==> config.mk <==
export PLATFORM = sky130hd
export DESIGN_NAME = alu_sched_top
export DESIGN_NICKNAME = d
export VERILOG_FILES = /design/src/alu_pkg.sv /design/src/sched_pkg.sv /design/src/alu_decode.sv /design/src/issue_entry.sv /design/src/issue_queue.sv /design/src/alu_execute.sv /design/src/alu_result.sv /design/src/alu_sched_top.sv
export VERILOG_INCLUDE_DIRS = /design/src
export SDC_FILE = /design/constraint.sdc
export NUM_CORES = 2
export LEC_CHECK = 0
export BUFFER_PORTS_ARGS = -buffer_cell sky130_fd_sc_hd__buf_2
export CAP_MARGIN = 40
export CORE_ASPECT_RATIO = 1.5
export CORE_UTILIZATION = 45
export CTS_BUF_LIST = sky130_fd_sc_hd__clkbuf_2
export DETAILED_ROUTE_END_ITERATION = 10
export GPL_TIMING_DRIVEN = 0
export PLACE_DENSITY_LB_ADDON = 0.2
export SLEW_MARGIN = 0
export SYNTH_ARGS = -nofsm -noshare
export SYNTH_HDL_FRONTEND = slang
export SYNTH_HIERARCHICAL = 1
export SYNTH_SLANG_ARGS = --single-unit
==> constraint.sdc <==
create_clock -name i_clk -period 16.9 [get_ports i_clk]
set_input_delay 0 -clock i_clk [delete_from_list [all_inputs] [get_ports i_clk]]
set_output_delay 0 -clock i_clk [all_outputs]
set_load 0.02 [all_outputs]
==> src/sched_defs.svh <==
/*
 * Sizing macros for the ALU scheduler.
 * Include before any package or module that sizes a port or array.
 */
`ifndef SCHED_DEFS_SVH
`define SCHED_DEFS_SVH

// Queue depth
`define SCHED_ENTRIES 8

// Physical tag width, 32 registers
`define SCHED_TAG_W 5

// Dispatch sequence width, twice the queue depth for the wrap compare
`define SCHED_SEQ_W 4

`define SCHED_DATA_W 32

`endif

==> src/alu_pkg.sv <==
/*
 * Instruction-side types: opcodes, execute operations, field positions.
 */
package alu_pkg;

  typedef enum logic [3:0] {
    OPC_NOP  = 4'h0,
    OPC_ADD  = 4'h1,
    OPC_SUB  = 4'h2,
    OPC_AND  = 4'h3,
    OPC_OR   = 4'h4,
    OPC_XOR  = 4'h5,
    OPC_SLL  = 4'h6,
    OPC_SRL  = 4'h7,
    OPC_ADDI = 4'h8
  } opcode_t;

  typedef enum logic [2:0] {
    ALU_ADD, ALU_SUB, ALU_AND, ALU_OR, ALU_XOR, ALU_SLL, ALU_SRL
  } alu_op_t;

  // Instruction word layout
  localparam int OPC_HI = 31;
  localparam int OPC_LO = 28;
  localparam int RD_HI  = 27;
  localparam int RD_LO  = 23;
  localparam int RS1_HI = 22;
  localparam int RS1_LO = 18;
  localparam int RS2_HI = 17;
  localparam int RS2_LO = 13;
  localparam int IMM_HI = 7;
  localparam int IMM_LO = 0;

endpackage

==> src/sched_pkg.sv <==
/*
 * Scheduler types shared by the queue, its entries and the execute stage.
 */
`include "sched_defs.svh"

package sched_pkg;

  typedef logic [`SCHED_TAG_W-1:0] tag_t;
  typedef logic [`SCHED_SEQ_W-1:0] seq_t;

  typedef enum logic [1:0] {INIT, WAIT, ISSUED, CLEAR} sched_state_t;

  typedef struct packed {
    tag_t tag;
    logic valid;
    logic ready;
  } src_t;

  // One queued operation, 36 bits
  typedef struct packed {
    logic            valid;
    alu_pkg::alu_op_t op;
    tag_t            rd;
    src_t            rs1;
    src_t            rs2;
    logic [7:0]      imm;
    logic            use_imm;
    seq_t            seq;
  } entry_t;

  // True when seq is the flush point or younger, modulo the sequence space
  function automatic logic is_flushed(seq_t seq, seq_t flush_seq);
    seq_t diff;
    diff = seq - flush_seq;
    return diff < seq_t'(`SCHED_ENTRIES);
  endfunction

endpackage

==> src/alu_decode.sv <==
/*
 * Combinational decode of a dispatched instruction word.
 * NOP and unknown opcodes raise o_is_nop so no queue slot is taken.
 */
`timescale 1ns/1ps

module alu_decode (
  input  logic [31:0]       i_instr,
  input  sched_pkg::seq_t   i_seq,
  output alu_pkg::alu_op_t  o_op,
  output sched_pkg::tag_t   o_rd,
  output sched_pkg::tag_t   o_rs1,
  output sched_pkg::tag_t   o_rs2,
  output logic              o_rs2_valid,
  output logic [7:0]        o_imm,
  output logic              o_use_imm,
  output logic              o_is_nop,
  output sched_pkg::seq_t   o_seq
);

  alu_pkg::opcode_t w_opc;

  assign w_opc  = alu_pkg::opcode_t'(i_instr[alu_pkg::OPC_HI:alu_pkg::OPC_LO]);
  assign o_rd   = i_instr[alu_pkg::RD_HI:alu_pkg::RD_LO];
  assign o_rs1  = i_instr[alu_pkg::RS1_HI:alu_pkg::RS1_LO];
  assign o_rs2  = i_instr[alu_pkg::RS2_HI:alu_pkg::RS2_LO];
  assign o_imm  = i_instr[alu_pkg::IMM_HI:alu_pkg::IMM_LO];
  assign o_seq  = i_seq;  // Travels with the decoded fields

  always_comb begin
    o_op        = alu_pkg::ALU_ADD;
    o_rs2_valid = 1'b1;
    o_use_imm   = 1'b0;
    o_is_nop    = 1'b0;
    case (w_opc)
      alu_pkg::OPC_ADD: o_op = alu_pkg::ALU_ADD;
      alu_pkg::OPC_SUB: o_op = alu_pkg::ALU_SUB;
      alu_pkg::OPC_AND: o_op = alu_pkg::ALU_AND;
      alu_pkg::OPC_OR:  o_op = alu_pkg::ALU_OR;
      alu_pkg::OPC_XOR: o_op = alu_pkg::ALU_XOR;
      alu_pkg::OPC_SLL: o_op = alu_pkg::ALU_SLL;
      alu_pkg::OPC_SRL: o_op = alu_pkg::ALU_SRL;
      alu_pkg::OPC_ADDI: begin
        o_rs2_valid = 1'b0;  // Second operand is the immediate
        o_use_imm   = 1'b1;
      end
      default: begin
        o_rs2_valid = 1'b0;
        o_is_nop    = 1'b1;
      end
    endcase
  end

endmodule

==> src/issue_entry.sv <==
/*
 * A single scheduler slot. Holds one operation through INIT, WAIT,
 * ISSUED and CLEAR, wakes its sources on matching writebacks.
 */
`timescale 1ns/1ps

module issue_entry (
  input  logic              i_clk,
  input  logic              i_reset_n,
  input  logic              i_put,
  input  sched_pkg::entry_t i_put_entry,
  input  logic              i_wb_valid,
  input  sched_pkg::tag_t   i_wb_tag,
  input  logic              i_picked,
  input  logic              i_flush,
  input  sched_pkg::seq_t   i_flush_seq,
  output logic              o_valid,
  output logic              o_ready,
  output sched_pkg::entry_t o_entry
);

  sched_pkg::sched_state_t r_state;
  sched_pkg::sched_state_t w_state_next;
  sched_pkg::entry_t       r_entry;
  sched_pkg::entry_t       w_entry_next;
  logic                    w_flush_hit;
  logic                    w_put_flush;

  function automatic logic wake_hit(sched_pkg::src_t src);
    return i_wb_valid & src.valid & (src.tag == i_wb_tag);
  endfunction

  assign w_flush_hit = i_flush & r_entry.valid &
                       sched_pkg::is_flushed(r_entry.seq, i_flush_seq);
  assign w_put_flush = i_flush & sched_pkg::is_flushed(i_put_entry.seq, i_flush_seq);

  // --------------------------------------------------
  // Next state
  // --------------------------------------------------
  always_comb begin
    w_state_next = r_state;
    w_entry_next = r_entry;
    if (wake_hit(r_entry.rs1)) w_entry_next.rs1.ready = 1'b1;
    if (wake_hit(r_entry.rs2)) w_entry_next.rs2.ready = 1'b1;

    case (r_state)
      sched_pkg::INIT, sched_pkg::CLEAR: begin
        w_state_next       = sched_pkg::INIT;
        w_entry_next.valid = 1'b0;
        if (i_put) begin
          w_entry_next = i_put_entry;
          // Same-cycle broadcast would be missed by the scoreboard lookup
          if (wake_hit(i_put_entry.rs1)) w_entry_next.rs1.ready = 1'b1;
          if (wake_hit(i_put_entry.rs2)) w_entry_next.rs2.ready = 1'b1;
          if (w_put_flush) begin
            w_entry_next.valid = 1'b0;
            w_state_next       = sched_pkg::CLEAR;
          end else begin
            w_state_next = sched_pkg::WAIT;
          end
        end
      end
      sched_pkg::WAIT: begin
        if (w_flush_hit) begin
          w_entry_next.valid = 1'b0;
          w_state_next       = sched_pkg::CLEAR;
        end else if (i_picked) begin
          w_state_next = sched_pkg::ISSUED;
        end
      end
      sched_pkg::ISSUED: begin
        w_entry_next.valid = 1'b0;  // Execute handles any kill from here
        w_state_next       = sched_pkg::CLEAR;
      end
      default: w_state_next = sched_pkg::INIT;
    endcase
  end

  always_ff @(posedge i_clk, negedge i_reset_n) begin
    if (!i_reset_n) begin
      r_state <= sched_pkg::INIT;
      r_entry <= '0;
    end else begin
      r_state <= w_state_next;
      r_entry <= w_entry_next;
    end
  end

  assign o_valid = r_entry.valid;
  assign o_ready = r_entry.valid & (r_state == sched_pkg::WAIT) & !w_flush_hit &
                   (!r_entry.rs1.valid | r_entry.rs1.ready) &
                   (!r_entry.rs2.valid | r_entry.rs2.ready);
  assign o_entry = r_entry;

  // Picker must only grant what this slot advertised
  a_pick_ready: assert property (@(posedge i_clk) disable iff (!i_reset_n)
    i_picked |-> o_ready);

endmodule

==> src/issue_queue.sv <==
/*
 * Eight-slot issue queue. Allocates the lowest free slot on dispatch
 * and grants the lowest-index ready slot each cycle (not oldest first).
 */
`timescale 1ns/1ps
`include "sched_defs.svh"

module issue_queue (
  input  logic              i_clk,
  input  logic              i_reset_n,
  input  logic              i_disp_valid,
  input  alu_pkg::alu_op_t  i_op,
  input  sched_pkg::tag_t   i_rd,
  input  sched_pkg::tag_t   i_rs1,
  input  sched_pkg::tag_t   i_rs2,
  input  logic              i_rs2_valid,
  input  logic [7:0]        i_imm,
  input  logic              i_use_imm,
  input  logic              i_is_nop,
  input  sched_pkg::seq_t   i_seq,
  input  logic              i_rs1_rdy,
  input  logic              i_rs2_rdy,
  input  logic              i_wb_valid,
  input  sched_pkg::tag_t   i_wb_tag,
  input  logic              i_flush,
  input  sched_pkg::seq_t   i_flush_seq,
  output logic              o_disp_ready,
  output logic              o_alloc_valid,
  output sched_pkg::tag_t   o_rs1_tag,
  output sched_pkg::tag_t   o_rs2_tag,
  output logic              o_grant_valid,
  output sched_pkg::entry_t o_grant
);

  localparam int N     = `SCHED_ENTRIES;
  localparam int IDX_W = $clog2(N);
  localparam int CNT_W = $clog2(N) + 1;

  logic [N-1:0]      w_valid;
  logic [N-1:0]      w_ready;
  logic [N-1:0]      w_picked;
  sched_pkg::entry_t w_entry [N];
  sched_pkg::entry_t w_put_entry;
  logic [IDX_W-1:0]  w_alloc_idx;
  logic [IDX_W-1:0]  w_pick_idx;
  logic [CNT_W-1:0]  w_count;
  logic              w_accept;

  assign o_rs1_tag = i_rs1;  // Scoreboard lookup at dispatch
  assign o_rs2_tag = i_rs2;

  always_comb begin
    w_put_entry           = '0;
    w_put_entry.valid     = 1'b1;
    w_put_entry.op        = i_op;
    w_put_entry.rd        = i_rd;
    w_put_entry.rs1       = '{tag: i_rs1, valid: 1'b1, ready: i_rs1_rdy};
    w_put_entry.rs2       = '{tag: i_rs2, valid: i_rs2_valid, ready: i_rs2_rdy | !i_rs2_valid};
    w_put_entry.imm       = i_imm;
    w_put_entry.use_imm   = i_use_imm;
    w_put_entry.seq       = i_seq;
  end

  // Occupancy, lowest free slot, lowest ready slot
  always_comb begin
    w_count     = '0;
    w_alloc_idx = '0;
    w_pick_idx  = '0;
    for (int i = N - 1; i >= 0; i--) begin
      w_count = w_count + CNT_W'(w_valid[i]);
      if (!w_valid[i]) w_alloc_idx = IDX_W'(i);
      if (w_ready[i])  w_pick_idx  = IDX_W'(i);
    end
  end

  assign o_disp_ready  = (w_count < CNT_W'(N));
  assign w_accept      = i_disp_valid & o_disp_ready & !i_is_nop;
  assign o_alloc_valid = w_accept;
  assign o_grant_valid = |w_ready;
  assign o_grant       = w_entry[w_pick_idx];

  for (genvar g = 0; g < N; g++) begin : g_entry
    assign w_picked[g] = o_grant_valid & (w_pick_idx == IDX_W'(g));

    issue_entry u_entry (
      .i_clk       (i_clk),
      .i_reset_n   (i_reset_n),
      .i_put       (w_accept & (w_alloc_idx == IDX_W'(g))),
      .i_put_entry (w_put_entry),
      .i_wb_valid  (i_wb_valid),
      .i_wb_tag    (i_wb_tag),
      .i_picked    (w_picked[g]),
      .i_flush     (i_flush),
      .i_flush_seq (i_flush_seq),
      .o_valid     (w_valid[g]),
      .o_ready     (w_ready[g]),
      .o_entry     (w_entry[g])
    );
  end

  // Pick is exactly the lowest set ready bit and never more than one slot
  a_one_pick: assert property (@(posedge i_clk) disable iff (!i_reset_n)
    w_picked == (w_ready & (~w_ready + N'(1))));

endmodule

==> src/alu_execute.sv <==
/*
 * Single-stage ALU. Operands are read in the grant cycle and the result
 * is registered at its end. Flush kills both the grant and the held result.
 */
`timescale 1ns/1ps
`include "sched_defs.svh"

module alu_execute (
  input  logic                     i_clk,
  input  logic                     i_reset_n,
  input  logic                     i_grant_valid,
  input  sched_pkg::entry_t        i_grant,
  input  logic [`SCHED_DATA_W-1:0] i_rs1_data,
  input  logic [`SCHED_DATA_W-1:0] i_rs2_data,
  input  logic                     i_flush,
  input  sched_pkg::seq_t          i_flush_seq,
  output sched_pkg::tag_t          o_rd_tag1,
  output sched_pkg::tag_t          o_rd_tag2,
  output logic                     o_ex_valid,
  output sched_pkg::tag_t          o_ex_tag,
  output logic [`SCHED_DATA_W-1:0] o_ex_data
);

  localparam int DATA_W = `SCHED_DATA_W;

  logic              r_valid;
  sched_pkg::seq_t   r_seq;
  logic [DATA_W-1:0] w_b;
  logic [DATA_W-1:0] w_res;

  assign o_rd_tag1 = i_grant.rs1.tag;
  assign o_rd_tag2 = i_grant.rs2.tag;
  assign w_b = i_grant.use_imm ? DATA_W'(i_grant.imm) : i_rs2_data;  // Zero-extended imm

  always_comb begin
    case (i_grant.op)
      alu_pkg::ALU_SUB: w_res = i_rs1_data - w_b;
      alu_pkg::ALU_AND: w_res = i_rs1_data & w_b;
      alu_pkg::ALU_OR:  w_res = i_rs1_data | w_b;
      alu_pkg::ALU_XOR: w_res = i_rs1_data ^ w_b;
      alu_pkg::ALU_SLL: w_res = i_rs1_data << w_b[4:0];
      alu_pkg::ALU_SRL: w_res = i_rs1_data >> w_b[4:0];
      default:          w_res = i_rs1_data + w_b;
    endcase
  end

  always_ff @(posedge i_clk, negedge i_reset_n) begin
    if (!i_reset_n) begin
      r_valid <= 1'b0;
    end else begin
      r_valid <= i_grant_valid &
                 !(i_flush & sched_pkg::is_flushed(i_grant.seq, i_flush_seq));
    end
  end

  always_ff @(posedge i_clk) begin
    o_ex_tag  <= i_grant.rd;
    o_ex_data <= w_res;
    r_seq     <= i_grant.seq;
  end

  // Held result dies if a flush lands while it waits for the result stage
  assign o_ex_valid = r_valid & !(i_flush & sched_pkg::is_flushed(r_seq, i_flush_seq));

endmodule

==> src/alu_result.sv <==
/*
 * Physical register file with ready scoreboard. Writes the execute result,
 * sets its ready bit and broadcasts the tag one cycle later.
 */
`timescale 1ns/1ps
`include "sched_defs.svh"

module alu_result (
  input  logic                     i_clk,
  input  logic                     i_reset_n,
  input  logic                     i_alloc_valid,
  input  sched_pkg::tag_t          i_alloc_tag,
  input  sched_pkg::tag_t          i_rs1_tag,
  input  sched_pkg::tag_t          i_rs2_tag,
  output logic                     o_rs1_rdy,
  output logic                     o_rs2_rdy,
  input  sched_pkg::tag_t          i_rd_tag1,
  input  sched_pkg::tag_t          i_rd_tag2,
  output logic [`SCHED_DATA_W-1:0] o_rd_data1,
  output logic [`SCHED_DATA_W-1:0] o_rd_data2,
  input  logic                     i_ex_valid,
  input  sched_pkg::tag_t          i_ex_tag,
  input  logic [`SCHED_DATA_W-1:0] i_ex_data,
  output logic                     o_wb_valid,
  output sched_pkg::tag_t          o_wb_tag,
  output logic [`SCHED_DATA_W-1:0] o_wb_data
);

  localparam int DATA_W   = `SCHED_DATA_W;
  localparam int NUM_REGS = 1 << `SCHED_TAG_W;

  logic [DATA_W-1:0]   r_regs [NUM_REGS];
  logic [NUM_REGS-1:0] r_rdy;

  assign o_rs1_rdy  = r_rdy[i_rs1_tag];
  assign o_rs2_rdy  = r_rdy[i_rs2_tag];
  assign o_rd_data1 = r_regs[i_rd_tag1];
  assign o_rd_data2 = r_regs[i_rd_tag2];

  // Register i starts holding i
  always_ff @(posedge i_clk, negedge i_reset_n) begin
    if (!i_reset_n) begin
      for (int i = 0; i < NUM_REGS; i++) begin
        r_regs[i] <= DATA_W'(i);
      end
      r_rdy      <= '1;
      o_wb_valid <= 1'b0;
    end else begin
      if (i_alloc_valid) r_rdy[i_alloc_tag] <= 1'b0;  // Pending until written back
      if (i_ex_valid) begin
        r_regs[i_ex_tag] <= i_ex_data;
        r_rdy[i_ex_tag]  <= 1'b1;
      end
      o_wb_valid <= i_ex_valid;
    end
  end

  always_ff @(posedge i_clk) begin
    o_wb_tag  <= i_ex_tag;
    o_wb_data <= i_ex_data;
  end

  // Each tag is allocated before its single writeback
  a_wb_pending: assert property (@(posedge i_clk) disable iff (!i_reset_n)
    i_ex_valid |-> !r_rdy[i_ex_tag]);

endmodule

==> src/alu_sched_top.sv <==
/*
 * ALU scheduling subsystem: decode, issue queue, execute and result.
 */
`timescale 1ns/1ps
`include "sched_defs.svh"

module alu_sched_top (
  input  logic                     i_clk,
  input  logic                     i_reset_n,
  input  logic                     i_disp_valid,
  input  logic [31:0]              i_disp_instr,
  input  sched_pkg::seq_t          i_disp_seq,
  input  logic                     i_flush,
  input  sched_pkg::seq_t          i_flush_seq,
  output logic                     o_disp_ready,
  output logic                     o_wb_valid,
  output sched_pkg::tag_t          o_wb_tag,
  output logic [`SCHED_DATA_W-1:0] o_wb_data
);

  alu_pkg::alu_op_t        dec_op;
  sched_pkg::tag_t         dec_rd, dec_rs1, dec_rs2;
  sched_pkg::seq_t         dec_seq;
  logic                    dec_rs2_valid, dec_use_imm, dec_is_nop;
  logic [7:0]              dec_imm;
  logic                    alloc_valid, rs1_rdy, rs2_rdy;
  sched_pkg::tag_t         lk_tag1, lk_tag2, rd_tag1, rd_tag2, ex_tag;
  logic                    grant_valid, ex_valid;
  sched_pkg::entry_t       grant;
  logic [`SCHED_DATA_W-1:0] rd_data1, rd_data2, ex_data;

  alu_decode u_decode (
    .i_instr (i_disp_instr), .i_seq (i_disp_seq), .o_op (dec_op), .o_rd (dec_rd),
    .o_rs1 (dec_rs1), .o_rs2 (dec_rs2), .o_rs2_valid (dec_rs2_valid), .o_imm (dec_imm),
    .o_use_imm (dec_use_imm), .o_is_nop (dec_is_nop), .o_seq (dec_seq));

  issue_queue u_queue (
    .i_clk (i_clk), .i_reset_n (i_reset_n), .i_disp_valid (i_disp_valid),
    .i_op (dec_op), .i_rd (dec_rd), .i_rs1 (dec_rs1), .i_rs2 (dec_rs2),
    .i_rs2_valid (dec_rs2_valid), .i_imm (dec_imm), .i_use_imm (dec_use_imm),
    .i_is_nop (dec_is_nop), .i_seq (dec_seq), .i_rs1_rdy (rs1_rdy), .i_rs2_rdy (rs2_rdy),
    .i_wb_valid (o_wb_valid), .i_wb_tag (o_wb_tag), .i_flush (i_flush),
    .i_flush_seq (i_flush_seq), .o_disp_ready (o_disp_ready), .o_alloc_valid (alloc_valid),
    .o_rs1_tag (lk_tag1), .o_rs2_tag (lk_tag2), .o_grant_valid (grant_valid),
    .o_grant (grant));

  alu_execute u_execute (
    .i_clk (i_clk), .i_reset_n (i_reset_n), .i_grant_valid (grant_valid), .i_grant (grant),
    .i_rs1_data (rd_data1), .i_rs2_data (rd_data2), .i_flush (i_flush),
    .i_flush_seq (i_flush_seq), .o_rd_tag1 (rd_tag1), .o_rd_tag2 (rd_tag2),
    .o_ex_valid (ex_valid), .o_ex_tag (ex_tag), .o_ex_data (ex_data));

  alu_result u_result (
    .i_clk (i_clk), .i_reset_n (i_reset_n), .i_alloc_valid (alloc_valid),
    .i_alloc_tag (dec_rd), .i_rs1_tag (lk_tag1), .i_rs2_tag (lk_tag2),
    .o_rs1_rdy (rs1_rdy), .o_rs2_rdy (rs2_rdy), .i_rd_tag1 (rd_tag1), .i_rd_tag2 (rd_tag2),
    .o_rd_data1 (rd_data1), .o_rd_data2 (rd_data2), .i_ex_valid (ex_valid),
    .i_ex_tag (ex_tag), .i_ex_data (ex_data), .o_wb_valid (o_wb_valid),
    .o_wb_tag (o_wb_tag), .o_wb_data (o_wb_data));

endmodule

* Word-level counts from Yosys, hierarchy flattened
Index checks and enable logic that the tools add are counted.
** Word-level totals
- Register bits after elaboration :: 1440
- Input bits :: 44
- Output and inout port bits :: 39
- Word-level logic and storage cells :: 594
** Operators by class
- Add/subtract/negate cells :: 20
- Magnitude comparators :: 23
- Eq/ne operators :: 86
- Shift-type cells :: 2
- Mux-type cells :: 127
- Bitwise logic cells :: 133
- Reductions and logical operators :: 59
** Operators by type and width (count)
- 1024-bit bitwise mux :: 1
- 32-bit binary-select mux with 5-bit select :: 2
- 36-bit two-way mux :: 8
- 32-bit two-way mux :: 8
- 32-bit case mux with 6 select lines :: 1
- 21-bit two-way mux :: 8
- 32-bit demux with 5-bit select :: 1
- 36-bit binary-select mux with 3-bit select :: 1
- 1-bit AND :: 106
- 5-bit equality test :: 18
- 35-bit two-way mux :: 2
- 32-bit AND :: 2
- 32-bit bitwise OR :: 2
- 2-bit two-way mux :: 25
- 4-bit less-than comparator (second input constant) :: 12
- 3-bit two-way mux :: 16
- 2-bit case mux with 3 select lines :: 8
- 4-bit subtractor :: 11
- 3-bit equality test (second input constant) :: 11
- 1-bit two-way mux :: 33
- 32-bit adder :: 1
- 2-bit equality test (second input constant) :: 16
- 32-bit NOT :: 1
- 32-bit by 5-bit left shift with 32-bit output :: 1
- 34 further kinds :: 155

* Depth between registers and ports, before layout
- Word-level depth :: 26
- Mapped depth :: 42
- Mapped depth without buffers :: 33

* By module
Netlist, hierarchy kept.
** By module, submodules not included
- alu_result :: instances 1, cells an instance 4839, area each 58367.2 µm², seq. area each 27331.2 µm²
- issue_entry :: instances 8, cells an instance 157, area each 1941.9 µm², seq. area each 950.9 µm²
- alu_execute :: instances 1, cells an instance 1177, area each 8713.4 µm², seq. area each 845.8 µm²
- issue_queue :: instances 1, cells an instance 294, area each 2786.4 µm², seq. area each 0.0 µm²
- alu_decode :: instances 1, cells an instance 38, area each 266.5 µm², seq. area each 0.0 µm²

* Least setup slack after synthesis
Ideal clock, no wire load.
- Kind :: flip-flop to flip-flop
- Start point :: register u_queue.g_entry[3].u_entry.r_entry (netlist bit u_queue/g_entry[3].u_entry/o_entry[2])
- End point :: register u_execute.o_ex_data[30]
- Setup time :: 0.141 ns
- Arrival :: 8.217 ns
- Required time :: 16.759 ns
- Setup slack :: 8.542 ns
- Cell stages (with the launch flop) :: 40
- Buffers on the path :: 8
- Period minus slack after synthesis :: 8.358 ns
- Path through :: dfrtp_1 -> ha_1 -> nand2_1 -> o21ai_2 -> mux2i_4 -> nand2_1 -> nor3_1 -> inv_1 -> a221oi_2 -> buf_2 -> mux2_2 -> a222oi_1 -> mux2i_1 -> buf_4 -> nor2b_1 -> buf_2 -> clkbuf_1 -> clkbuf_1 -> (+4 left out) -> buf_4 -> buf_2 -> buf_2 -> ha_1 -> o2111a_1 -> o21a_1 -> a41o_1 -> nand2_1 -> xnor2_1 -> ha_1 -> or3_1 -> a311oi_1 -> o32ai_1 -> a211oi_1 -> o21ai_0 -> a21oi_1 -> xor2_1 -> a22oi_1
** RTL lines
- from (decl) :: line issue_entry.sv:24 : sched_pkg::entry_t r_entry;
- from (signal assigned) :: line issue_entry.sv:85 : r_entry <= w_entry_next;
- to (signal assigned) :: line alu_execute.sv:58 : o_ex_data <= w_res;
- to (decl) :: line alu_execute.sv:21 : output logic [`SCHED_DATA_W-1:0] o_ex_data

==> metrics.txt <==
status completed; Place WS around 3.3 ns; Worst path most repeated cell buf_2; static leakage roughly 46 nW; Crit-path slowest cell a211oi_1; Mapped Cells ~7,600; worst clock skew 0.175 ns; crit end category flip-flop; fin cells about 11,000; worst hold slack between 0.15 and 0.2 ns; Max-Cap Viols 0; Die Footprint approximately 190,000 µm²; max_slew headroom about a third; CTS Buf Count around 370; Hold WC Path Type in2reg; Routed Antenna Nets 0; Seq pwr share a little over a fifth; yosys warns 6; Tmin final between 15 and 20 ns; GPL Wtd Cong 1.02; synthesis-to-layout area growth 11.2%; worst skew pair latency about 1.7 ns; aggregate global-route resource usage a little over a third; drt first-iter violations between 4,000 and 5,000; total negative slack 0 ns; Overflow after GRT 0; vias post-DR ~67,000; Fill cells 17,580; Final Util 50.4%; Clock Root Buffer clkbuf_2; commonest non-fill, non-tap cell in the layout mux2_2; half-perimeter wire length after placement between 200,000 and 300,000 µm; Sw Ratio 55.1%; first-pass GRT wire length 487,000 µm; clk buf depth 4; PnR Total Power a little under 20 mW; final setup vio count 0; most frequent cells in the layout 1,302 x mux2_2, 1,250 x dfrtp_1, 1,215 x mux2i_1; post-DR wirelength/cell 31.0 µm; H-tree lvl count 5; Slew Viols, Final 0; peak supply drop approximately 170 µV; Internal between 8 and 9 mW; largest net degree at the start of global routing ~170; Critical Path AT 17.19 ns; port bufs 50; final hold violation count 0; Clock power frac roughly an eighth; First-pass DRT Iterations 8; Final Instance Area 94,900 µm²; num rows approximately 200; critical path required time 18.43 ns; CP Launch Type flip-flop; DP Cell Count between 10,000 and 15,000; core area between 150,000 and 200,000 µm²; P_sw about 11 mW; DR vias/cell just over 6; clock slew at reported path FFs 0.11 ns; post-cts gate resize count 0; fmax 63.9 MHz; Post-route DRC 0; power per cell area between 200 and 250 nW/µm²; Sink Count 1,440; post-route clock period utilization approximately 93%; antenna violations before repair 17; I/O pin count 83; CTS tree yes; die width ~360 µm; max incr delay on CP 0.78 ns; synthesized area approximately 85,000 µm²; syn avg cell area between 10 and 15 µm²; final WL 342,000 µm; Worst Max-Slew Pin Slew around 1 ns; layout cells sized above 1 between 30% and 40%; final setup margin approximately 1.2 ns; Gate power share 66.4%; Initial Utilization about 45%; Post-DP Area about 90,000 µm²; crit path kind reg2reg; vias in the first global route 70,618; worst-path maximum fanout 12; height of the die 535 µm; unrepaired setup endpoints after global routing false; Final #Nets between 8,000 and 9,000
## path summary, 6_finish.rpt
path	from	endpoint	slack, ns	depth (start not counted)
hold / removal	i_disp_instr[24]	u_queue/g_entry[2].u_entry/o_entry[28]	0.16	4
max in group asynchronous	i_reset_n	u_result/r_regs[797]	13.42	9
setup / recovery	u_queue/g_entry[3].u_entry/o_entry[2]	u_execute/o_ex_data[30]	1.25	43
hold reg to reg	u_execute/o_ex_tag[1]	u_result/o_wb_tag[1]	0.40	0
setup reg to reg	u_queue/g_entry[3].u_entry/o_entry[2]	u_execute/o_ex_data[30]	1.25	43
min in group asynchronous	i_reset_n	u_queue/g_entry[0].u_entry/o_entry[1]	0.70	6
## worst max-delay path: cells and delay by family, from the launching register on
family                     cells  cell delay (ns)
buffers and inverters         13             5.84
AOI/OAI and AO/OA             14             4.59
and+or+nand+nor                7             2.02
xor gates and xnor gates       2             0.27
DFF                            1             0.41
adders and majority gates      3             0.88
muxes                          4             1.49
## final cells by class
cell class | count | area [µm²] | area share, %
tap | 2462 | 3080 | 3.25
inverter | 159 | 597 | 0.629
timing repair buffer | 292 | 2970 | 3.13
clock inverter | 104 | 533 | 0.562
sequential | 1440 | 35800 | 37.7
antenna | 12 | 30.0 | 0.0317
clock buffer | 559 | 2800 | 2.95
multi-input combinational | 5348 | 45900 | 48.4
buffer | 647 | 3200 | 3.38
## per-layer routing
| metal | track usage [%] | wire length, µm |
|---|---|---|
| met1 | 35.5 | 116000 |
| met2 | 61.8 | 172000 |
| met3 | 7.40 | 19300 |
| met4 | 30.8 | 33600 |
| met5 | 0 | 25 |
## power groups by stage
stage | combinational (mW) | sequential [mW] | clock, mW
6_report | 13.0 | 4.08 | 2.49
4_1_cts | 12.4 | 4.07 | 2.57
5_1_grt | 13.3 | 4.11 | 2.74
3_5_place_dp | 12.3 | 4.14 | 0
3_3_place_gp | 11.9 | 4.19 | 0
2_1_floorplan | 7.01 | 4.06 | 0
## flip-flops by register name, indices dropped and copies added (netlist names)
register,flops
u_execute/o_ex_data,32
u_execute/o_ex_tag,5
u_execute/r_seq,4
u_execute/r_valid,1
u_queue/g_entry.u_entry/o_entry,280
u_queue/g_entry.u_entry/o_valid,8
u_queue/g_entry.u_entry/r_state,16
u_result/o_wb_data,32
u_result/o_wb_tag,5
u_result/o_wb_valid,1
u_result/r_rdy,32
u_result/r_regs,1024
## what timing repair did
item                                   in CTS  in global routing
buffers inserted                            0                  0
hold buffers                              119                  1
endpoints found under the hold margin    1473                  3
No activity file was read; power rests on OpenSTA's default activity.
